`config.mk`:
```
export PLATFORM = sky130hd
export DESIGN_NAME = ifuTop
export DESIGN_NICKNAME = d
export VERILOG_FILES = /design/src/ifuPkg.sv /design/src/fetchPcGen.sv /design/src/ifuTop.sv /design/src/insAligner.sv /design/src/insCache.sv
export SDC_FILE = /design/constraint.sdc
export NUM_CORES = 2
export LEC_CHECK = 0
export ABC_AREA = 1
export BUFFER_PORTS_ARGS = -buffer_cell sky130_fd_sc_hd__buf_2
export CAP_MARGIN = 20
export CORE_ASPECT_RATIO = 1.1
export CORE_MARGIN = 1.5
export CORE_UTILIZATION = 34
export CTS_CLUSTER_DIAMETER = 60
export CTS_CLUSTER_SIZE = 30
export DETAILED_ROUTE_END_ITERATION = 12
export MAX_ROUTING_LAYER = met4
export SLEW_MARGIN = 40
export SYNTH_ARGS = -nofsm -noshare
export SYNTH_HDL_FRONTEND = slang
export SYNTH_SLANG_ARGS = --single-unit
```
`constraint.sdc`:
```
create_clock -name Clock -period 23 [get_ports Clock]
set_clock_uncertainty 0.05 [all_clocks]
set_input_delay 3.45 -clock Clock [delete_from_list [all_inputs] [get_ports Clock]]
set_output_delay 3.45 -clock Clock [all_outputs]
set_load 0.02 [all_outputs]
```
`src/ifuPkg.sv`:
```
package ifuPkg;

    // Cache geometry
    localparam int NumLines     = 8;                        // Fully associative with a single set
    localparam int LineBytes    = 16;                       // Four instruction words per line
    localparam int OffsetWidth  = $clog2(LineBytes);        // Byte offset within a line
    localparam int AddrWidth    = 32;
    localparam int TagWidth     = AddrWidth - OffsetWidth;  // Line address without the offset
    localparam int WordSelWidth = 2;                        // Address bits 3:2 pick the word

    // Byte address of an instruction
    typedef logic [AddrWidth-1:0] fetchAddrT;

    // Line tag that doubles as the line address sent to memory
    typedef logic [TagWidth-1:0] lineTagT;

    // One cache line with word 0 in the low bits
    typedef logic [LineBytes*8-1:0] cacheLineT;

    // A single instruction word
    typedef logic [31:0] insWordT;

    // Line number inside the cache
    typedef logic [$clog2(NumLines)-1:0] lineIndexT;

    // One bit per inner node of the replacement tree with the root at bit 0
    typedef logic [NumLines-2:0] plruTreeT;

    // Miss machine of the cache
    typedef enum logic {
        Lookup,
        MissWait
    } cacheStateT;

endpackage

```
`src/fetchPcGen.sv`:
```
module fetchPcGen (
    input  logic              Clock,
    input  logic              reset,
    input  logic              redirect,     // One-cycle pulse that starts or moves fetching
    input  ifuPkg::fetchAddrT redirectPc,
    input  logic              fetchAccept,  // Cache took the current address
    output logic              fetchValid,
    output ifuPkg::fetchAddrT fetchPc
);
    import ifuPkg::*;

    // The started flag stays high once the first redirect has been seen
    // A redirect wins over an accept in the same cycle, so an address that
    // was just accepted is dropped in favour of the new target
    always_ff @(posedge Clock) begin
        if (reset) begin
            fetchValid <= 1'b0;
            fetchPc    <= '0;
        end else begin
            if (redirect) begin
                fetchValid <= 1'b1;
                fetchPc    <= redirectPc;
            end else if (fetchAccept) begin
                fetchPc <= fetchPc + fetchAddrT'(4);  // Next sequential word
            end
        end
    end

endmodule

```
`src/ifuTop.sv`:
```
module ifuTop (
    input  logic              Clock,
    input  logic              reset,
    input  logic              redirect,
    input  ifuPkg::fetchAddrT redirectPc,
    input  logic              fillValid,
    input  ifuPkg::cacheLineT fillLine,
    output logic              memReq,
    output ifuPkg::lineTagT   memLineAddr,
    output logic              insValid,
    output ifuPkg::insWordT   insWord,
    output ifuPkg::fetchAddrT insPc
);
    import ifuPkg::*;

    logic      fetchValid;
    fetchAddrT fetchPc;
    logic      fetchAccept;   // Cache hit on the presented address
    logic      lineValid;
    cacheLineT hitLine;
    fetchAddrT hitPc;

    fetchPcGen pcGen (
        .Clock       (Clock),
        .reset       (reset),
        .redirect    (redirect),
        .redirectPc  (redirectPc),
        .fetchAccept (fetchAccept),
        .fetchValid  (fetchValid),
        .fetchPc     (fetchPc)
    );

    insCache cache (
        .Clock       (Clock),
        .reset       (reset),
        .fetchValid  (fetchValid),
        .fetchPc     (fetchPc),
        .fillValid   (fillValid),
        .fillLine    (fillLine),
        .fetchAccept (fetchAccept),
        .memReq      (memReq),
        .memLineAddr (memLineAddr),
        .lineValid   (lineValid),
        .hitLine     (hitLine),
        .hitPc       (hitPc)
    );

    insAligner aligner (
        .Clock     (Clock),
        .reset     (reset),
        .lineValid (lineValid),
        .hitLine   (hitLine),
        .hitPc     (hitPc),
        .insValid  (insValid),
        .insWord   (insWord),
        .insPc     (insPc)
    );

endmodule

```
`src/insAligner.sv`:
```
module insAligner (
    input  logic              Clock,
    input  logic              reset,
    input  logic              lineValid,
    input  ifuPkg::cacheLineT hitLine,
    input  ifuPkg::fetchAddrT hitPc,
    output logic              insValid,
    output ifuPkg::insWordT   insWord,
    output ifuPkg::fetchAddrT insPc
);
    import ifuPkg::*;

    logic [WordSelWidth-1:0] wordSel;
    insWordT                 selWord;

    // Address bits just above the byte offset within a word
    assign wordSel = hitPc[OffsetWidth-1:OffsetWidth-WordSelWidth];

    assign selWord = hitLine[wordSel*$bits(insWordT) +: $bits(insWordT)];  // Word 0 is low

    always_ff @(posedge Clock) begin
        if (reset) begin
            insValid <= 1'b0;
        end else begin
            insValid <= lineValid;
        end
    end

    // Word and address of the instruction leaving the stage
    always_ff @(posedge Clock) begin
        if (lineValid) begin
            insWord <= selWord;
            insPc   <= hitPc;
        end
    end

endmodule

```
`src/insCache.sv`:
```
module insCache (
    input  logic              Clock,
    input  logic              reset,
    input  logic              fetchValid,
    input  ifuPkg::fetchAddrT fetchPc,
    input  logic              fillValid,    // One-cycle strobe from memory
    input  ifuPkg::cacheLineT fillLine,
    output logic              fetchAccept,
    output logic              memReq,       // Level that stays high while a miss is outstanding
    output ifuPkg::lineTagT   memLineAddr,
    output logic              lineValid,
    output ifuPkg::cacheLineT hitLine,
    output ifuPkg::fetchAddrT hitPc
);
    import ifuPkg::*;

    cacheStateT             state;
    lineTagT                tagArr [NumLines];
    cacheLineT              dataArr [NumLines];
    logic [NumLines-1:0]    validArr;
    plruTreeT               plruTree;
    lineTagT                missTag;       // Tag of the line being fetched from memory

    lineTagT                pcTag;
    logic                   hit;
    lineIndexT              hitIdx;
    logic                   anyFree;
    lineIndexT              freeIdx;
    lineIndexT              victimIdx;
    logic                   startMiss;
    logic                   fillDone;

    // Mark the path from the root to the touched line. Each node bit points
    // toward the most recently used half
    function automatic plruTreeT plruTouch(plruTreeT tree, lineIndexT line);
        plruTreeT next;
        int       node;
        next = tree;
        node = 0;
        for (int level = $bits(lineIndexT) - 1; level >= 0; level--) begin
            next[node] = line[level];
            node       = 2 * node + 1 + int'(line[level]);
        end
        return next;
    endfunction

    // Walk away from the recently used side at every node
    function automatic lineIndexT plruVictim(plruTreeT tree);
        lineIndexT victim;
        int        node;
        victim = '0;
        node   = 0;
        for (int level = $bits(lineIndexT) - 1; level >= 0; level--) begin
            victim[level] = ~tree[node];
            node          = 2 * node + 1 + int'(victim[level]);
        end
        return victim;
    endfunction

    assign pcTag = fetchPc[AddrWidth-1:OffsetWidth];

    // Parallel tag compare over all lines
    always_comb begin
        hit    = 1'b0;
        hitIdx = '0;
        for (int i = 0; i < NumLines; i++) begin
            if (validArr[i] && tagArr[i] == pcTag && !hit) begin
                hit    = 1'b1;
                hitIdx = lineIndexT'(i);
            end
        end
    end

    // First invalid line in index order, otherwise the tree decides
    always_comb begin
        anyFree = 1'b0;
        freeIdx = '0;
        for (int i = 0; i < NumLines; i++) begin
            if (!validArr[i] && !anyFree) begin
                anyFree = 1'b1;
                freeIdx = lineIndexT'(i);
            end
        end
        victimIdx = anyFree ? freeIdx : plruVictim(plruTree);
    end

    assign fetchAccept = (state == Lookup) && fetchValid && hit;
    assign startMiss   = (state == Lookup) && fetchValid && !hit;
    assign fillDone    = (state == MissWait) && fillValid;

    assign memReq      = (state == MissWait);
    assign memLineAddr = missTag;

    // Control state
    always_ff @(posedge Clock) begin
        if (reset) begin
            state     <= Lookup;
            validArr  <= '0;
            plruTree  <= '0;
            lineValid <= 1'b0;
        end else begin
            lineValid <= fetchAccept;  // Line leaves one cycle after the accept
            case (state)
                Lookup: begin
                    if (fetchAccept) begin
                        plruTree <= plruTouch(plruTree, hitIdx);
                    end else if (startMiss) begin
                        state <= MissWait;
                    end
                end
                MissWait: begin
                    if (fillDone) begin
                        validArr[victimIdx] <= 1'b1;
                        plruTree            <= plruTouch(plruTree, victimIdx);
                        state               <= Lookup;  // Held address hits next cycle
                    end
                end
                default: state <= Lookup;
            endcase
        end
    end

    // Arrays and the registered line for the aligner
    always_ff @(posedge Clock) begin
        if (startMiss) begin
            missTag <= pcTag;
        end
        if (fillDone) begin
            tagArr[victimIdx]  <= missTag;
            dataArr[victimIdx] <= fillLine;
        end
        if (fetchAccept) begin
            hitLine <= dataArr[hitIdx];
            hitPc   <= fetchPc;
        end
    end

endmodule

```
==> results <==
- The tightest min-delay check is of the flop to flop type.
- Setup repair after global routing left no endpoint under its margin.
- Dividing the detail-routed via count by the number of cells gives roughly 5.
- In the synthesized netlist the dominant register cell turns out to be sky130_fd_sc_hd__edfxtp_1.
- The largest fanout on the critical path is between 50 and 60.
- The congestion estimate from routability-driven global placement came to roughly 0.98.
- Across the run, the number of max-cap violations was 0.
- The total grt overflow is 0.
- The number of different library cells in the post-synthesis netlist is 53.
- The peak supply drop is 0.0709 mV.
- The synthesized instance count is 6741.
- The floorplan core area is around 200000 um^2.
- The routed wire length is 221000 um.
- The multi-input logic area is 18800 um^2.
- The worst register-to-register path ends at cache.hitLine[45].
- For this design, the sink count on the clock tree is 1551.
- The post-synthesis net count is ~7000.
- Sequential elements use 65.9% of the synthesized area.
- The die height is 479 um.
- Along the worst hold path, the cell count comes to 0.
- The final sum of negative setup slack is 0 ps.
- The worst setup path is of the input port to flop kind.
- The overall die area is between 200000 and 250000 um^2.
- At the worst endpoint, the required time is between 20000 and 25000 ps.
- The total power after layout is around 5.6 mW.
- In this run, synthesis inferred 1500 flip-flops with an integrated enable.
- The signed area change from the synthesized netlist to the final layout is 12.2%.
- The filler cell count is a little under 20000.
- In this run the count of I/O pins placed on the die edge is between 200 and 300.
- Among all stages on the critical path, the largest delay is contributed by sky130_fd_sc_hd__buf_4.
- The highest layer used for signal routing is met4.
- The smallest hold slack is between 300 and 400 ps.
- The number of hold buffers added after CTS was 0.
- The leakage power total is approximately 31 nW.
- The floorplan row count is 174.
- The worst reg-to-reg path cell count is 22.
- For hold timing, the worst endpoint is aligner.insPc[25].
- The clock latency on the worst-skew pair is about 840 ps.
- In this run, synthesis produced a sequential element count of 1551.
- The smallest clock period supported by the final layout is computed as just over 6000 ps.
- The die is ~440 um wide.
- The most used standard cell by instance count after synthesis is sky130_fd_sc_hd__nand2_1.
- The number of hold violations in the final report was 0.
- The netlist area before placement is 69900 um^2.
- The overall track demand over capacity in global routing is about a fifth.
- The total number of yosys warnings is 0.
- The clock tree from TritonCTS is built.
- The final cycle utilization of the critical path is approximately a quarter.
- The largest single stage delay on the critical path is 710 ps.
- The launch instance of the worst register-to-register path is pcGen.fetchPc[4].
- The initial antenna violation count is between 60 and 70.
- The final layout contains a little over 7000 nets.
- Of the cells placed in the final design, the portion with a size suffix greater than 1 is a little under a tenth.
- The number of search-and-repair iterations in the first detailed-routing pass is 8.
- The hold path startpoint is cache.hitPc[25].
- The clock-pin slew of the registers on the worst-case setup and hold paths is 80 ps.
- The number of global-route vias before repair is between 40000 and 50000.
- The run finished with clean final reports.
- The starting DRC count in detailed routing is approximately 4400.
- The number of vias in the routed layout is between 40000 and 50000.
- Based on the critical path, the design can be clocked at up to between 150 and 200 MHz.
- Summed over all nets, wire length on met2 after detailed routing comes to ~110000 um.
- Entering global routing, the biggest net connects around 150 pins.
- The DRC violation count after routing is 0.
- Cells fill a little under two fifths of the core in the end.
- The power density over the cells is ~71 nW/um^2.
- The share of synthesized registers carrying an async set or reset is 0%.
- After synthesis, the mean cell area works out to around 10 um^2.
- The register area is roughly 46000 um^2.
- Ranked by instance count, the synthesized netlist is headed by sky130_fd_sc_hd__nand2_1, sky130_fd_sc_hd__edfxtp_1, sky130_fd_sc_hd__inv_1.
- Setup violations remaining at the end of the flow were counted as 0.
- The share of synthesized area in the top cell type comes to 64.4%.
- The wire length of the first global-routing pass is 320000 um.
- After detailed routing, the wire length on met1 is about 89000 um.
- The type of element capturing the critical path is a flop.
- The tree is rooted in a sky130_fd_sc_hd__clkbuf_16.
- The arrival time of data at the critical path endpoint is approximately 6400 ps.
- After detailed routing, the met3 layer carries 13700 um of wire.
- The cell occurring most often along the worst timing path is sky130_fd_sc_hd__buf_4.
- The biggest area consumer among synthesized cells is sky130_fd_sc_hd__edfxtp_1.
- Across all register-to-register paths, the minimum setup slack is 17090 ps.
- The remaining number of nets flagged by the antenna check after routing is 0.
- Yosys attributes the largest share of cell area to sky130_fd_sc_hd__edfxtp_1, sky130_fd_sc_hd__nand2_1, sky130_fd_sc_hd__nand3_1, sky130_fd_sc_hd__nand3b_1, sky130_fd_sc_hd__inv_1.
- After detailed routing, the average wire length per cell comes to 22.7 um.
- The TritonCTS buffer count is roughly 120.
- The effective utilization at floorplan is 34.2%.
- Detailed placement ended at an HPWL of about 140000 um.
- The maximum root-to-sink buffer count is 3.
- For the pin with the worst max-slew slack, the measured transition is 888 ps.
- Once the clock tree was built, the setup fixing pass inserted 0 buffers.
- The startpoint class of the critical path is an input port.
- Headroom to the max-slew limit came out at about two fifths.
- The max-slew violation count is 0.
- The H-tree generated during clock tree synthesis spans 3 levels.
- Once the clock tree was built, the resizer swapped 0 gates to a different size.
- Traced cell by cell, the critical path runs through buf_2, nand2_1, nor3_2, buf_6, buf_4, buf_4.
- Input and output buffers added on the ports amount to roughly 260.
worst max-delay path: cells and delay by family:
family / cells / cell delay, ps
buf+inv: 4 / 2120
simple gates: 2 / 610
cell usage in the layout (no fill, tap or decap), types with 14 or more instances in the layout:
cell / Yosys / routed
sky130_fd_sc_hd__buf_2: 196 / 257
sky130_fd_sc_hd__buf_4: 52 / 52
sky130_fd_sc_hd__buf_6: 7 / 15
sky130_fd_sc_hd__clkbuf_16: 0 / 117
sky130_fd_sc_hd__clkinv_8: 0 / 15
sky130_fd_sc_hd__dfxtp_1: 51 / 47
sky130_fd_sc_hd__diode_2: 0 / 29
sky130_fd_sc_hd__edfxtp_1: 1500 / 1500
sky130_fd_sc_hd__inv_1: 886 / 884
sky130_fd_sc_hd__inv_2: 28 / 28
sky130_fd_sc_hd__inv_6: 0 / 22
sky130_fd_sc_hd__nand2_1: 1925 / 1923
sky130_fd_sc_hd__nand3_1: 761 / 761
sky130_fd_sc_hd__nand3b_1: 455 / 455
sky130_fd_sc_hd__nand4_1: 59 / 59
sky130_fd_sc_hd__nor2_1: 363 / 362
sky130_fd_sc_hd__nor3_1: 49 / 41
sky130_fd_sc_hd__nor4_1: 18 / 18
sky130_fd_sc_hd__o21ai_0: 118 / 116
sky130_fd_sc_hd__o22ai_1: 36 / 36
sky130_fd_sc_hd__or2_2: 14 / 14
sky130_fd_sc_hd__xnor2_1: 30 / 30
sky130_fd_sc_hd__xor2_1: 26 / 26
report_power, final:
| part | switching [mW] | total, mW | leakage, nW | internal [mW] |
|---|---|---|---|---|
| registers | 0.0276 | 3.13 | 14.0 | 3.11 |
| clock network | 1.16 | 2.27 | 2.03 | 1.10 |
| logic | 0.134 | 0.183 | 15.2 | 0.0486 |
| total | 1.32 | 5.58 | 31.2 | 4.26 |
logic make-up after synthesis:
group,after synthesis,synth area share [%]
adder cells (fa/ha/maj),13,0.233
XOR/XNOR,57,0.725
AO/OA/AOI/OAI,193,1.53
buffers and inverters,1241,7.37
multiplexers,1,0.0143
flip-flops,1551,65.9
AND/OR/NAND/NOR,3685,24.2
registers in the layout (all words and copies together), names as in the netlist, 7 cells and up:
| signal | cells |
|---|---|
| cache.hitPc | 32 |
| cache.tagArr | 224 |
| cache.hitLine | 128 |
| cache.memLineAddr | 28 |
| cache.dataArr | 1024 |
| aligner.insWord | 32 |
| aligner.insPc | 32 |
| cache.validArr | 8 |
| pcGen.fetchPc | 32 |
| cache.plruTree | 7 |
layer usage:
metal  global-route usage [%]  vias to the layer above
li1                         -                    22742
met1                     25.9                    23863
met2                     35.2                     1751
met3                     3.18                      467
met4                     9.59                        0
met5                        -                        -
stage by stage:
step | cell area, um^2 | std cells | worst slack [ps]
after global routing | 78400 | 9737 | 16740
final | 78400 | 9739 | 16950
after CTS | 78300 | 9708 | 16430
after detailed placement | 74000 | 9488 | 16220
after floorplan | 69900 | 6741 | 7790
after global placement | 73700 | 9480 | 16020
worst max path at each step:
stage	startpoint	to	slack [ps]	depth (start not counted)
after detailed placement	fillValid	cache.dataArr[0][67]	16220	6
after global routing	pcGen.fetchPc[4]	cache.hitLine[45]	16740	22
after global placement	fillValid	cache.dataArr[0][67]	16020	6
after floorplan	fillValid	cache.dataArr[1][0]	7790	2
final	fillValid	cache.dataArr[0][72]	16950	6
after CTS	pcGen.fetchPc[4]	cache.hitLine[45]	16430	22
area by class of cell:
cell class | instances | area share [%]
timing repair buffer | 344 | 2.96
sequential | 1551 | 58.8
clock inverter | 96 | 1.67
clock buffer | 124 | 3.77
tap | 2728 | 4.35
inverter | 918 | 4.43
multi-input combinational | 3949 | 24.0
antenna | 29 | 0.0925
No activity file was read; power rests on OpenSTA's default activity.
